==> src/common/riscv_consts.svh <==
`ifndef RISCV_CONSTS_SVH
`define RISCV_CONSTS_SVH

// major opcodes, instr[6:0]
`define OP_I_TYPE_L         7'b0000011  // lw
`define OP_I_TYPE           7'b0010011  // addi and friends
`define OP_S_TYPE           7'b0100011  // sw
`define OP_R_TYPE           7'b0110011
`define OP_B_TYPE           7'b1100011
`define OP_J_TYPE           7'b1101111  // jal
`define OP_JALR             7'b1100111

// ALU operations
`define ALU_OP_ADD          4'd0
`define ALU_OP_SUB          4'd1
`define ALU_OP_AND          4'd2
`define ALU_OP_OR           4'd3
`define ALU_OP_XOR          4'd4
`define ALU_OP_SLL          4'd5
`define ALU_OP_SRL          4'd6
`define ALU_OP_SRA          4'd7
`define ALU_OP_SLT          4'd8
`define ALU_OP_SLTU         4'd9    // highest valid code

// next pc selection
`define PC_SRC_PLUS_4       2'b00
`define PC_SRC_PLUS_OFF     2'b01
`define PC_SRC_REG_PLUS_OFF 2'b10

// write-back selection
`define RES_SRC_ALU_OUT     2'b00
`define RES_SRC_READ_DATA   2'b01
`define RES_SRC_PC_PLUS_4   2'b10

// second ALU operand
`define ALU_SRC_REG         1'b0
`define ALU_SRC_EXT_IMM     1'b1

// immediate formats
`define IMM_SRC_ITYPE       3'b000
`define IMM_SRC_STYPE       3'b001
`define IMM_SRC_BTYPE       3'b010
`define IMM_SRC_JTYPE       3'b011

`define DMEM_WORDS          256

`endif
==> src/common/riscv_pkg.sv <==
package riscv_pkg;

    // plain vectors with a meaning of their own
    typedef logic [31:0] word_t;        // data, address or instruction
    typedef logic [4:0]  reg_addr_t;    // x0..x31
    typedef logic [3:0]  alu_op_t;      // one of the ALU_OP_* codes

    // flag order matters to the branch logic
    // bit 3 negative, bit 2 zero, bit 1 carry-out, bit 0 overflow
    typedef logic [3:0]  alu_flags_t;

    // everything the controller hands to the datapath in one cycle
    typedef struct packed {
        logic       reg_we;         // write rd at the edge
        logic       mem_we;         // write data memory at the edge
        logic       alu_src;        // ALU_SRC_* code
        logic [1:0] result_src;     // RES_SRC_* code
        logic [1:0] pc_src;         // PC_SRC_* code
        logic [2:0] imm_src;        // IMM_SRC_* code
    } ctrl_t;

endpackage

==> src/fetch/fetch_unit.sv <==
`timescale 1ns/1ps
`include "riscv_consts.svh"

module fetch_unit (
    input  logic              clk,
    input  logic              rst,
    input  logic [1:0]        pc_src,
    input  riscv_pkg::word_t  imm_ext,      // branch or jump offset
    input  riscv_pkg::word_t  alu_result,   // rs1 + imm for jalr
    output riscv_pkg::word_t  pc
);
    riscv_pkg::word_t pc_next;
    riscv_pkg::word_t pc_plus_4;
    riscv_pkg::word_t pc_plus_off;

    assign pc_plus_4   = pc + 32'd4;
    assign pc_plus_off = pc + imm_ext;

    always_comb begin
        case (pc_src)
            `PC_SRC_PLUS_OFF:     pc_next = pc_plus_off;
            `PC_SRC_REG_PLUS_OFF: pc_next = {alu_result[31:1], 1'b0};  // jalr drops bit 0
            default:              pc_next = pc_plus_4;
        endcase
    end

    always_ff @(posedge clk) begin
        if (rst) begin
            pc <= '0;
        end else begin
            pc <= pc_next;
        end
    end

    // targets come from imm_ext and the ALU, so alignment depends on the whole datapath
    a_pc_aligned: assert property (@(posedge clk) disable iff (rst) pc[1:0] == 2'b00)
        else $error("pc not word aligned: %h", pc);

endmodule

==> config.mk <==
export PLATFORM = sky130hd
export DESIGN_NAME = fetch_unit
export DESIGN_NICKNAME = d
export VERILOG_FILES = /design/src/common/riscv_pkg.sv /design/src/fetch/fetch_unit.sv
export VERILOG_INCLUDE_DIRS = /design/src /design/src/common
export SDC_FILE = /design/constraint.sdc
export NUM_CORES = 1
export LEC_CHECK = 0
export BUFFER_PORTS_ARGS = -buffer_cell sky130_fd_sc_hd__buf_4
export CAP_MARGIN = 10
export CORE_AREA = 8 8 131 133
export CTS_CLUSTER_SIZE = 24
export DETAILED_ROUTE_END_ITERATION = 10
export DIE_AREA = 0 0 139 141
export PLACE_DENSITY = 0.49
export SLEW_MARGIN = 20
export SYNTH_ARGS = -nofsm -noshare
export SYNTH_HDL_FRONTEND = slang
export SYNTH_SLANG_ARGS = --single-unit
export TNS_END_PERCENT = 10
==> constraint.sdc <==
create_clock -name clk -period 2.4 [get_ports clk]
set_input_delay 0.12 -clock clk [delete_from_list [all_inputs] [get_ports clk]]
set_output_delay 0.12 -clock clk [all_outputs]
set_load 0.02 [all_outputs]
==> metrics.log, run 1 <==
[metrics] outcome: complete, but fails checks
[metrics] violated checks: negative setup slack
[metrics] post-detail-place hpwl: 11700 µm
[metrics] CTS tree: built
[metrics] Finished Core Util: 0.383
[metrics] critical register-to-register path endpoint: pc[22]
[metrics] number of antenna violations at the first check in global routing: 0
[metrics] count of warnings emitted by yosys: 0
[metrics] critical register-to-register path startpoint: pc[0]
[metrics] actual transition at the worst max-transition pin: 0.469 ns
[metrics] IO Count: 100
[metrics] maximum capacitance violations: 0
[metrics] overall fraction of global-route tracks in use: 0.149
[metrics] number of standard-cell rows in the floorplan: 45
[metrics] post-synthesis sequential element count: 32
[metrics] synth top area cells: dfxtp_1 (17%), ha_1 (11%), xor2_1 (6.1%)
[metrics] Fill cells: 1584
[metrics] post-layout min period: about 2.4 ns
[metrics] Mapped Nets: between 500 and 600
[metrics] number of global-route vias before repair: 4483
[metrics] Worst Path Class, Setup: reg -> reg
[metrics] DR vias: about 4400
[metrics] max FFs per register: 32
[metrics] worst supply voltage drop on vdd: slightly above 0.3 mV
[metrics] Critical Path, Cell by Cell: ha_2 -> fa_2 -> a21o_1 -> a21oi_2 -> o21ai_2 -> a21oi_2 -> o21ai_2 -> buf_4 -> a21oi_2 -> nor4b_2 -> a211o_1
[metrics] Hold Path Stages: 3
[metrics] dominant cell by count in the synthesized netlist: a21oi_1
[metrics] total global routing overflow: 0
[metrics] count of antenna diodes in the layout: 0
[metrics] Crit path top cell by count: a21oi_2
[metrics] number of enable flip-flop cells after synthesis: 0
[metrics] crit-path max FO: 3
[metrics] share of cells above drive strength 1: 0.422
[metrics] 1st-iter DRT viols: 210
[metrics] number of buffers inserted during clock tree synthesis: 5
[metrics] post-synth top area cell: dfxtp_1
[metrics] share of async-settable or async-resettable flops after synthesis: 0
[metrics] power density over the cells: between 500 and 600 nW/µm²
[metrics] category of the worst setup path capture point: flip-flop
[metrics] Most flops, register: pc
[metrics] static power due to leakage: 2.58 nW
[metrics] final wirelength: 14900 µm
[metrics] horizontal die dimension: 139 µm
[metrics] length in cells of the worst reg-to-reg path: 11
[metrics] post-synthesis sequential area ratio: 0.173
[metrics] per-cell routed wire length: around 18 µm
[metrics] setup slack, reg-to-reg: -0.02 ns
[metrics] post-synth top area share: 0.173
[metrics] commonest cells in the netlist: a21oi_1 (39), nand2_1 (35), ha_1 (34)
[metrics] synthesis-to-layout area growth: 54.7%
[metrics] Largest regs: pc x32
[metrics] number of remaining DRC errors: 0
[metrics] count of unique library cells instantiated by Yosys: 69
[metrics] final max-slew violation count: 0
[metrics] Worst Path Arrival: between 2 and 3 ns
[metrics] Crit path buffers/inverters: 1
[metrics] kind of cell adding the most delay to the critical path: compound AO/OA/AOI/OAI gates
[metrics] final number of hold-violating endpoints: 0
[metrics] number of setup violations in the final report: 3
[metrics] largest net degree at the start of global routing: 41
[metrics] slack of the critical path: -0.0164 ns
[metrics] insertion delay of the later-clocked pin in the worst-skew pair: 0.29 ns
[metrics] Pwr Total: ~2.9 mW
[metrics] Clock transition at path regs: 0.06 ns
[metrics] starting density of the core: 0.248
[metrics] vertical die dimension: 141 µm
[metrics] Routability Congestion: approximately 0.86
[metrics] cell at the root of the clock tree: clkbuf_16
[metrics] first-pass GRT wire length: 23600 µm
[metrics] fin crit share: 1.01
[metrics] Syn Area/Cell: slightly below 8 µm²
[metrics] setup repair after global routing missed its margin: true
[metrics] Fmax achieved: 0.414 GHz
[metrics] H-tree lvl count: 2
[metrics] netlist area before placement: roughly 3700 µm²
[metrics] Core Region: roughly 15000 µm²
[metrics] Syn Inst Count: between 400 and 500
[metrics] Via density: between 5 and 6
[metrics] leading register cell type out of synthesis: dfxtp_1
[metrics] full die area: 19600 µm²
[metrics] headroom to the max-slew limit: 0.680
[metrics] final worst clock skew: between 0.007 and 0.008 ns
[metrics] Total Nets Final: 746
[metrics] critical path data required time: 2.58 ns
[metrics] launch point of the worst hold path: alu_result[12]
[metrics] first-pass iteration count of the detailed router: 4
[metrics] Startpoint Class: flip-flop
[metrics] critical path's largest stage delay: 0.34 ns
[metrics] slowest cell on the critical path: fa_2
[metrics] buffer depth of the longest clock path: 2
[metrics] endpoint of the worst hold-timing path: pc[12]
[metrics] ANT nets after route: 0
[metrics] Port Buffers: between 90 and 100
[metrics] number of clock sinks: 32
[metrics] class of the worst hold path: in -> reg
==> stage by stage <==
step	instance area [µm²]	setup slack (ns)	TNS [ns]	hold WS, ns	instances
6_report	5740	-0.0164	-0.0280	0.166	832
2_1_floorplan	3770	-0.0326	-0.0807	0.309	470
4_1_cts	5540	-0.0271	-0.0761	0.174	827
5_1_grt	5740	-0.140	-1.47	0.183	832
3_3_place_gp	5290	-0.0982	-0.388	0.448	818
3_5_place_dp	5290	-0.162	-0.831	0.469	818
==> cells in the final DEF (no fill, tap or decap), types with 5 or more instances in the layout <==
| master | synthesis | final |
|---|---|---|
| ha_2 | 0 | 5 |
| a211oi_1 | 20 | 20 |
| buf_4 | 5 | 192 |
| nand2_1 | 35 | 34 |
| ha_4 | 0 | 8 |
| nor3_1 | 8 | 6 |
| dfxtp_1 | 32 | 19 |
| xnor2_1 | 25 | 25 |
| a221oi_1 | 24 | 19 |
| ha_1 | 34 | 21 |
| a221oi_2 | 1 | 6 |
| and3_1 | 11 | 11 |
| a21oi_1 | 39 | 33 |
| xor2_1 | 26 | 26 |
| o21ai_0 | 15 | 13 |
| a31oi_1 | 9 | 8 |
| a21o_1 | 25 | 25 |
| a21oi_2 | 4 | 10 |
| nand3_1 | 24 | 22 |
| clkbuf_16 | 0 | 5 |
| nand4_1 | 6 | 6 |
| nor2_1 | 26 | 26 |
| inv_1 | 9 | 9 |
| o21ai_1 | 5 | 5 |
| dfxtp_2 | 0 | 9 |
==> logic make-up after synthesis <==
| kind of cell | count (synthesis) | synth area share |
|---|---|---|
| AO/OA/AOI/OAI | 171 | 0.325 |
| XOR/XNOR | 51 | 0.120 |
| adder cells (fa/ha/maj) | 35 | 0.120 |
| buffers and inverters | 38 | 0.0493 |
| flip-flops | 32 | 0.173 |
| multiplexers | 3 | 0.00843 |
| AND/OR/NAND/NOR | 140 | 0.204 |
==> report_power, final <==
part	switching [mW]	internal [mW]	total (mW)	leakage [nW]
Clock	0.271	0.443	0.714	0.0772
Combinational	0.775	0.742	1.52	2.23
Sequential	0.0492	0.592	0.642	0.270
Total	1.10	1.78	2.87	2.58
==> metal layers <==
layer,share of wire,track usage,vias to the layer above
met3,0.050,0.0365,20
li1,-,-,2144
met1,0.48,0.194,2088
met5,0,0,-
met4,0.018,0.0445,0
met2,0.45,0.239,106
==> repair_timing <==
item                       in CTS  in global routing
setup endpoints to repair      13                 22
pin swaps                       6                 21
gates resized for setup        13                 29
hold buffers                    0                  0
setup buffers                   1                  5
==> how the worst max path moves through the flow <==
stage                         to    from  slack, ns  depth (start not counted)
after floorplan           pc[29]   pc[4]      -0.03                          9
after global placement    pc[31]   pc[4]       -0.1                          9
after detailed placement  pc[29]   pc[4]      -0.16                          9
after CTS                 pc[29]  pc[20]      -0.03                         10
after global routing      pc[22]   pc[4]      -0.14                         10
final                     pc[22]   pc[0]      -0.02                         11
==> cell type report <==
cell class	count	area [µm²]	area share
Sequential cell	32	667	0.116
Clock buffer	8	156	0.0273
Multi-Input combinational cell	400	3160	0.551
Inverter	9	33.8	0.00589
Tap cell	188	235	0.0410
Timing Repair Buffer	195	1480	0.259
==> worst reg2reg max path, cell delays in order, from the launching register on <==
cell and delay (ns):
dfxtp_2 0.32, ha_2 0.18, fa_2 0.35, a21o_1 0.20, a21oi_2 0.17, o21ai_2 0.10
a21oi_2 0.18, o21ai_2 0.10, buf_4 0.15, a21oi_2 0.21, nor4b_2 0.08, a211o_1 0.27
No activity file was read; power rests on OpenSTA's default activity.
==> inputs of run 2 (changes only) <==
- BUFFER_PORTS_ARGS: -buffer_cell sky130_fd_sc_hd__buf_4 -> -buffer_cell sky130_fd_sc_hd__buf_2
==> run 2 against run 1 <==
The run still ends with negative setup slack left. Clock power rose by 6.0%. Register-to-register slack got worse by 0.02 ns. Sequential cell count did not move. Worst hold slack got worse by 0.0069 ns. Total power fell by 1.4%. Routed wire length fell by 2.4%. Die area did not move. Critical endpoint is now pc[31].
==> metrics.log, run 2 (synthesis results as in run 1) <==
[metrics] outcome: complete, but fails checks
[metrics] violated checks: negative setup slack
[metrics] final wirelength: 14500 µm (-2.4%)
[metrics] 1st-iter DRT viols: 220 (+4.8%)
[metrics] Critical Path, Cell by Cell: ha_1 -> a21o_1 -> a31o_4 -> buf_4 -> o2111ai_4 -> a21oi_2 -> o41a_1 -> a21oi_2 -> mux2i_1 -> a221oi_2
[metrics] DR vias: 4267 (-2.1%)
[metrics] max FFs per register: 32 (unchanged)
[metrics] total global routing overflow: 0 (unchanged)
[metrics] commonest non-fill, non-tap cell in the layout: buf_4
[metrics] fin crit share: 1.01 (+0.00643)
[metrics] post-layout min period: 2.43 ns (+0.0154 ns)
[metrics] overall fraction of global-route tracks in use: 0.146 (-0.00359)
[metrics] setup slack after placement: -0.163 ns (-0.00156 ns)
[metrics] horizontal die dimension: 139 µm (unchanged)
[metrics] slowest cell on the critical path: o41a_1
[metrics] Startpoint Class: flip-flop
[metrics] count of antenna diodes in the layout: 0 (unchanged)
[metrics] Hold Buf Count CTS: 0 (unchanged)
[metrics] Largest regs: pc x32
[metrics] worst supply voltage drop on vdd: 0.202 mV (-35%)
[metrics] first-pass iteration count of the detailed router: 4 (unchanged)
[metrics] critical path's largest stage delay: 0.35 ns (about the same)
[metrics] launch point of the worst hold path: alu_result[25]
[metrics] power density over the cells: 518 nW/µm² (+3.4%)
[metrics] per-cell routed wire length: 17.3 µm (-3.0%)
[metrics] number of remaining DRC errors: 0 (unchanged)
[metrics] Fill cells: 1608 (+1.5%)
[metrics] Port Buffers: 98 (unchanged)
[metrics] class of the worst hold path: in -> reg
[metrics] slack of the critical path: -0.0318 ns (-0.0154 ns)
[metrics] Finished Core Util: 0.365 (-0.0179)
[metrics] Critical path origin: pc[1]
[metrics] actual transition at the worst max-transition pin: 0.791 ns (+0.322 ns)
[metrics] Via density: 5.10 (-2.7%)
[metrics] final max-slew violation count: 0 (unchanged)
[metrics] setup tns final: -0.106 ns (-0.0782 ns)
[metrics] full die area: 19600 µm² (unchanged)
[metrics] share of cells above drive strength 1: 0.421 (-0.00171)
[metrics] IO Count: 100 (unchanged)
[metrics] Hold Path Stages: 4 (+1)
[metrics] static power due to leakage: 2.52 nW (-2.3%)
[metrics] maximum capacitance violations: 0 (unchanged)
[metrics] Pwr Total: 2.83 mW (-1.4%)
[metrics] insertion delay of the later-clocked pin in the worst-skew pair: 0.30 ns (about the same)
[metrics] Worst Path Class, Setup: reg -> reg
[metrics] number of clock sinks: 32 (unchanged)
[metrics] Most flops, register: pc
[metrics] number of global-route vias before repair: 4407 (-1.7%)
[metrics] crit-path max FO: 3 (unchanged)
[metrics] H-tree lvl count: 2 (unchanged)
[metrics] Fmax achieved: 0.411 GHz (-0.64%)
[metrics] post-detail-place hpwl: 11700 µm (+0.44%)
[metrics] Hold Worst Slack: 0.160 ns (-0.00686 ns)
[metrics] Routability Congestion: 0.877 (+2.5%)
[metrics] first-pass GRT wire length: 23100 µm (-2.1%)
[metrics] headroom to the max-slew limit: 0.473 (-0.207)
[metrics] cell at the root of the clock tree: clkbuf_16
[metrics] setup repair after global routing missed its margin: true
[metrics] ANT nets after route: 0 (unchanged)
[metrics] vertical die dimension: 141 µm (unchanged)
[metrics] most frequent cells in the layout: buf_4 (102), buf_2 (98), nand2_1 (35), a21oi_1 (34)
[metrics] critical path data required time: 2.54 ns (-0.04 ns)
[metrics] area of the multi-input gates: 3110 µm² (-1.5%)
[metrics] Total Nets Final: 751 (+0.67%)
[metrics] length in cells of the worst reg-to-reg path: 10 (-1)
[metrics] Clock transition at path regs: 0.05 ns (about the same)
[metrics] largest net degree at the start of global routing: 35 (-15%)
[metrics] Worst Path Arrival: 2.57 ns (-0.03 ns)
[metrics] Core Region: 15000 µm² (unchanged)
[metrics] synthesis-to-layout area growth: 47.5%
[metrics] category of the worst setup path capture point: flip-flop
[metrics] total area of sequential cells: 667 µm² (unchanged)
[metrics] CTS tree: built
[metrics] number of standard-cell rows in the floorplan: 45 (unchanged)
[metrics] number of setup violations in the final report: 4 (+1)
[metrics] final number of hold-violating endpoints: 0 (unchanged)
[metrics] final worst clock skew: 0.00806 ns (+0.000846 ns)
[metrics] buffer depth of the longest clock path: 2 (unchanged)
[metrics] number of antenna violations at the first check in global routing: 0 (unchanged)
[metrics] Crit path top cell by count: a21oi_2
[metrics] starting density of the core: 0.248 (unchanged)
[metrics] critical register-to-register path startpoint: pc[1]
[metrics] number of buffers inserted during clock tree synthesis: 5 (unchanged)
[metrics] setup slack, reg-to-reg: -0.03 ns (-0.02 ns)
==> run 2: cell count changes in the layout (fill, tap and decap cells not counted), sizes merged <==
cell    before  now
bufinv       0    1
clkbuf       8    5
buf        195  200
clkinv       0    2
==> run 2: where the power goes <==
group / switching [mW] / internal, mW / leakage (nW)
Combinational: 0.762 / 0.677 / 2.17
Sequential: 0.0442 / 0.592 / 0.270
Clock: 0.273 / 0.483 / 0.0789
Total: 1.08 / 1.75 / 2.52
==> run 2: timing repair <==
item / 4_1_cts / 5_1_grt
cloned: 0 / 0
gates resized for setup: 12 / 22
pin swaps: 11 / 20
setup endpoints to repair: 12 / 21
setup buffers: 2 / 3
==> run 2: per-stage QoR <==
step / cell area (µm²) / std cells
floorplan: 3770 / 470
CTS: 5340 / 834
finish: 5470 / 837
detailed placement: 5080 / 824
global route: 5470 / 837
global placement: 5080 / 824
==> run 2: final cells by class <==
cell class                 instances  area share
inverter                           9     0.00618
clock buffer                       5      0.0229
clock inverter                     3     0.00686
timing repair buffer             200       0.230
sequential                        32       0.122
multi-input combinational        400       0.569
tap                              188      0.0430
==> run 2: worst max-delay path, delay by kind of cell, from the launching register on <==
kind | cells | cell delay, ns
adder cells (fa/ha/maj) | 1 | 0.27
AO/OA/AOI/OAI | 7 | 1.33
multiplexers | 1 | 0.22
flip-flops | 1 | 0.32
buffers and inverters | 1 | 0.13
==> run 2: routing by layer <==
| layer | share of wire | wire length, µm | GRT usage |
|---|---|---|---|
| met1 | 0.48 | 6990 | 0.192 |
| met2 | 0.44 | 6420 | 0.236 |
| met3 | 0.062 | 893 | 0.0280 |
| met4 | 0.014 | 208 | 0.0445 |
| met5 | 0 | 0 | 0 |
==> run 2: path summary, 6_finish.rpt <==
kind | to
setup / recovery | pc[31]
hold / removal | pc[25]
setup reg to reg | pc[31]
hold reg to reg | pc[2]
==> inputs of run 3 (changes only) <==
- SKIP_CTS_REPAIR_TIMING: unset -> 1
==> run 3 against run 2 <==
Clock power rose by 0.7%. Final area rose by 1.5%. Setup slack improved by 0.0071 ns. Largest cell class unchanged. The run still ends with negative setup slack left. Global-route usage fell by 0.11 points. Sequential power barely moved. Routed wire length rose by 0.40%. Maximum frequency rose by 0.29%. First-iteration DRC count rose by 3.2%. Register-to-register slack barely moved.
==> metrics.log, run 3 (synthesis results as in run 1) <==
[metrics] DR vias: 4311 (+1.0%)
[metrics] Worst Path Class, Setup: reg -> reg
[metrics] category of the worst setup path capture point: flip-flop
[metrics] number of global-route vias before repair: 4382 (-0.57%)
[metrics] crit-path max FO: 4 (+1)
[metrics] Pwr Total: 2.88 mW (+1.9%)
[metrics] Startpoint Class: flip-flop
[metrics] synthesis-to-layout area growth: 49.7%
[metrics] actual transition at the worst max-transition pin: 0.823 ns (+0.0323 ns)
[metrics] number of buffers inserted during clock tree synthesis: 5 (unchanged)
[metrics] H-tree lvl count: 2 (unchanged)
[metrics] Finished Core Util: 0.371 (+0.00551)
[metrics] power density over the cells: 520 nW/µm² (+0.35%)
[metrics] IO Count: 100 (unchanged)
[metrics] Via density: 5.14 (+0.91%)
[metrics] headroom to the max-slew limit: 0.451 (-0.0216)
[metrics] insertion delay of the later-clocked pin in the worst-skew pair: 0.30 ns (about the same)
[metrics] Core Region: 15000 µm² (unchanged)
[metrics] ANT nets after route: 0 (unchanged)
[metrics] slack of the critical path: -0.0247 ns (+0.00708 ns)
[metrics] buffer depth of the longest clock path: 2 (unchanged)
[metrics] post-detail-place hpwl: 11700 µm (unchanged)
[metrics] horizontal die dimension: 139 µm (unchanged)
[metrics] Clock transition at path regs: 0.06 ns (about the same)
[metrics] starting density of the core: 0.248 (unchanged)
[metrics] first-pass iteration count of the detailed router: 5 (+1)
[metrics] non-filler cells in the finished layout: 838 (+0.12%)
[metrics] number of setup violations in the final report: 2 (-2)
[metrics] 1st-iter DRT viols: 227 (+3.2%)
[metrics] vertical die dimension: 141 µm (unchanged)
[metrics] full die area: 19600 µm² (unchanged)
[metrics] violated checks: negative setup slack
[metrics] number of standard-cell rows in the floorplan: 45 (unchanged)
[metrics] area of placed instances: 5080 µm² (unchanged)
[metrics] number of antenna violations at the first check in global routing: 0 (unchanged)
[metrics] CTS tree: built
[metrics] class of the worst hold path: in -> reg
[metrics] Port Buffers: 98 (unchanged)
[metrics] critical path data required time: 2.53 ns (about the same)
[metrics] Largest regs: pc x32
[metrics] Worst Path Arrival: 2.55 ns (-0.02 ns)
[metrics] first-pass GRT wire length: 22900 µm (-0.90%)
[metrics] commonest non-fill, non-tap cell in the layout: buf_4
[metrics] fin crit share: 1.01 (-0.00295)
[metrics] final number of hold-violating endpoints: 0 (unchanged)
[metrics] maximum capacitance violations: 0 (unchanged)
[metrics] cell at the root of the clock tree: clkbuf_16
[metrics] Fmax achieved: 0.412 GHz (+0.29%)
[metrics] total global routing overflow: 0 (unchanged)
[metrics] static power due to leakage: 2.53 nW (+0.46%)
[metrics] Total Nets Final: 752 (+0.13%)
[metrics] share of cells above drive strength 1: 0.438 (+0.0178)
[metrics] outcome: complete, but fails checks
[metrics] max FFs per register: 32 (unchanged)
[metrics] final max-slew violation count: 0 (unchanged)
[metrics] final wirelength: 14600 µm (+0.40%)
[metrics] Most flops, register: pc
[metrics] total non-filler cell area in the finished layout: 5550 µm² (+1.5%)
[metrics] final worst clock skew: 0.00913 ns (+0.00106 ns)
[metrics] largest net degree at the start of global routing: 35 (unchanged)
[metrics] most frequent cells in the layout: buf_4 (101), buf_2 (98), nand2_1 (34), a21oi_1 (32)
[metrics] setup repair after global routing missed its margin: true
[metrics] count of antenna diodes in the layout: 0 (unchanged)
[metrics] number of clock sinks: 32 (unchanged)
[metrics] overall fraction of global-route tracks in use: 0.145 (-0.00114)
[metrics] Routability Congestion: 0.877 (unchanged)
[metrics] worst supply voltage drop on vdd: 0.210 mV (+3.5%)
[metrics] per-cell routed wire length: 17.4 µm (+0.28%)
[metrics] post-layout min period: 2.42 ns (-0.00708 ns)
[metrics] placed insts: 824 (unchanged)
[metrics] number of remaining DRC errors: 0 (unchanged)
run 3: layer usage:
metal  GRT usage  share of wire  vias to the layer above  wire (µm)
li1            -              -                     2153          -
met1       0.191           0.49                     2016       7120
met2       0.233           0.44                      126       6450
met3      0.0280          0.052                       16        759
met4      0.0445          0.017                        0        244
met5           0              0                        -          0
run 3: final timing paths:
check / startpoint / end / slack (ns) / cells past startpoint
setup / recovery: pc[0] / pc[20] / -0.02 / 11
hold / removal: alu_result[25] / pc[25] / 0.16 / 4
setup reg to reg: pc[0] / pc[20] / -0.02 / 11
hold reg to reg: pc[9] / pc[9] / 0.63 / 2
run 3: where the power goes:
group          switching (mW)  total, mW  internal (mW)
registers              0.0455      0.638          0.592
logic                   0.783       1.48          0.702
clock network           0.278      0.762          0.483
total                    1.11       2.88           1.78
run 3: critical path, cell delays in order, from the launching register on:
cell and delay (ns):
dfxtp_2 0.33, ha_4 0.16, fa_2 0.35, a21o_1 0.20, a21oi_2 0.17, o21ai_2 0.10, a21o_1 0.25, a21oi_2 0.17
buf_6 0.14, xnor2_2 0.06, a221oi_1 0.24, a211oi_1 0.08
run 3: cell type report:
type                       instances  area [µm²]
clock inverter                     3        37.5
multi-input combinational        400        3180
timing repair buffer             201        1270
inverter                           9        33.8
sequential                        32         667
fill                            1597        9430
clock buffer                       5         125
tap                              188         235
run 3: per-stage QoR:
| stage | worst slack (ns) | setup TNS, ns | hold WS, ns |
|---|---|---|---|
| after detailed placement | -0.163 | -0.840 | 0.466 |
| final | -0.0247 | -0.0366 | 0.159 |
| after CTS | -0.168 | -1.10 | 0.155 |
| after global routing | -0.138 | -1.38 | 0.189 |
| after floorplan | -0.0326 | -0.0807 | 0.309 |
| after global placement | -0.0946 | -0.542 | 0.456 |
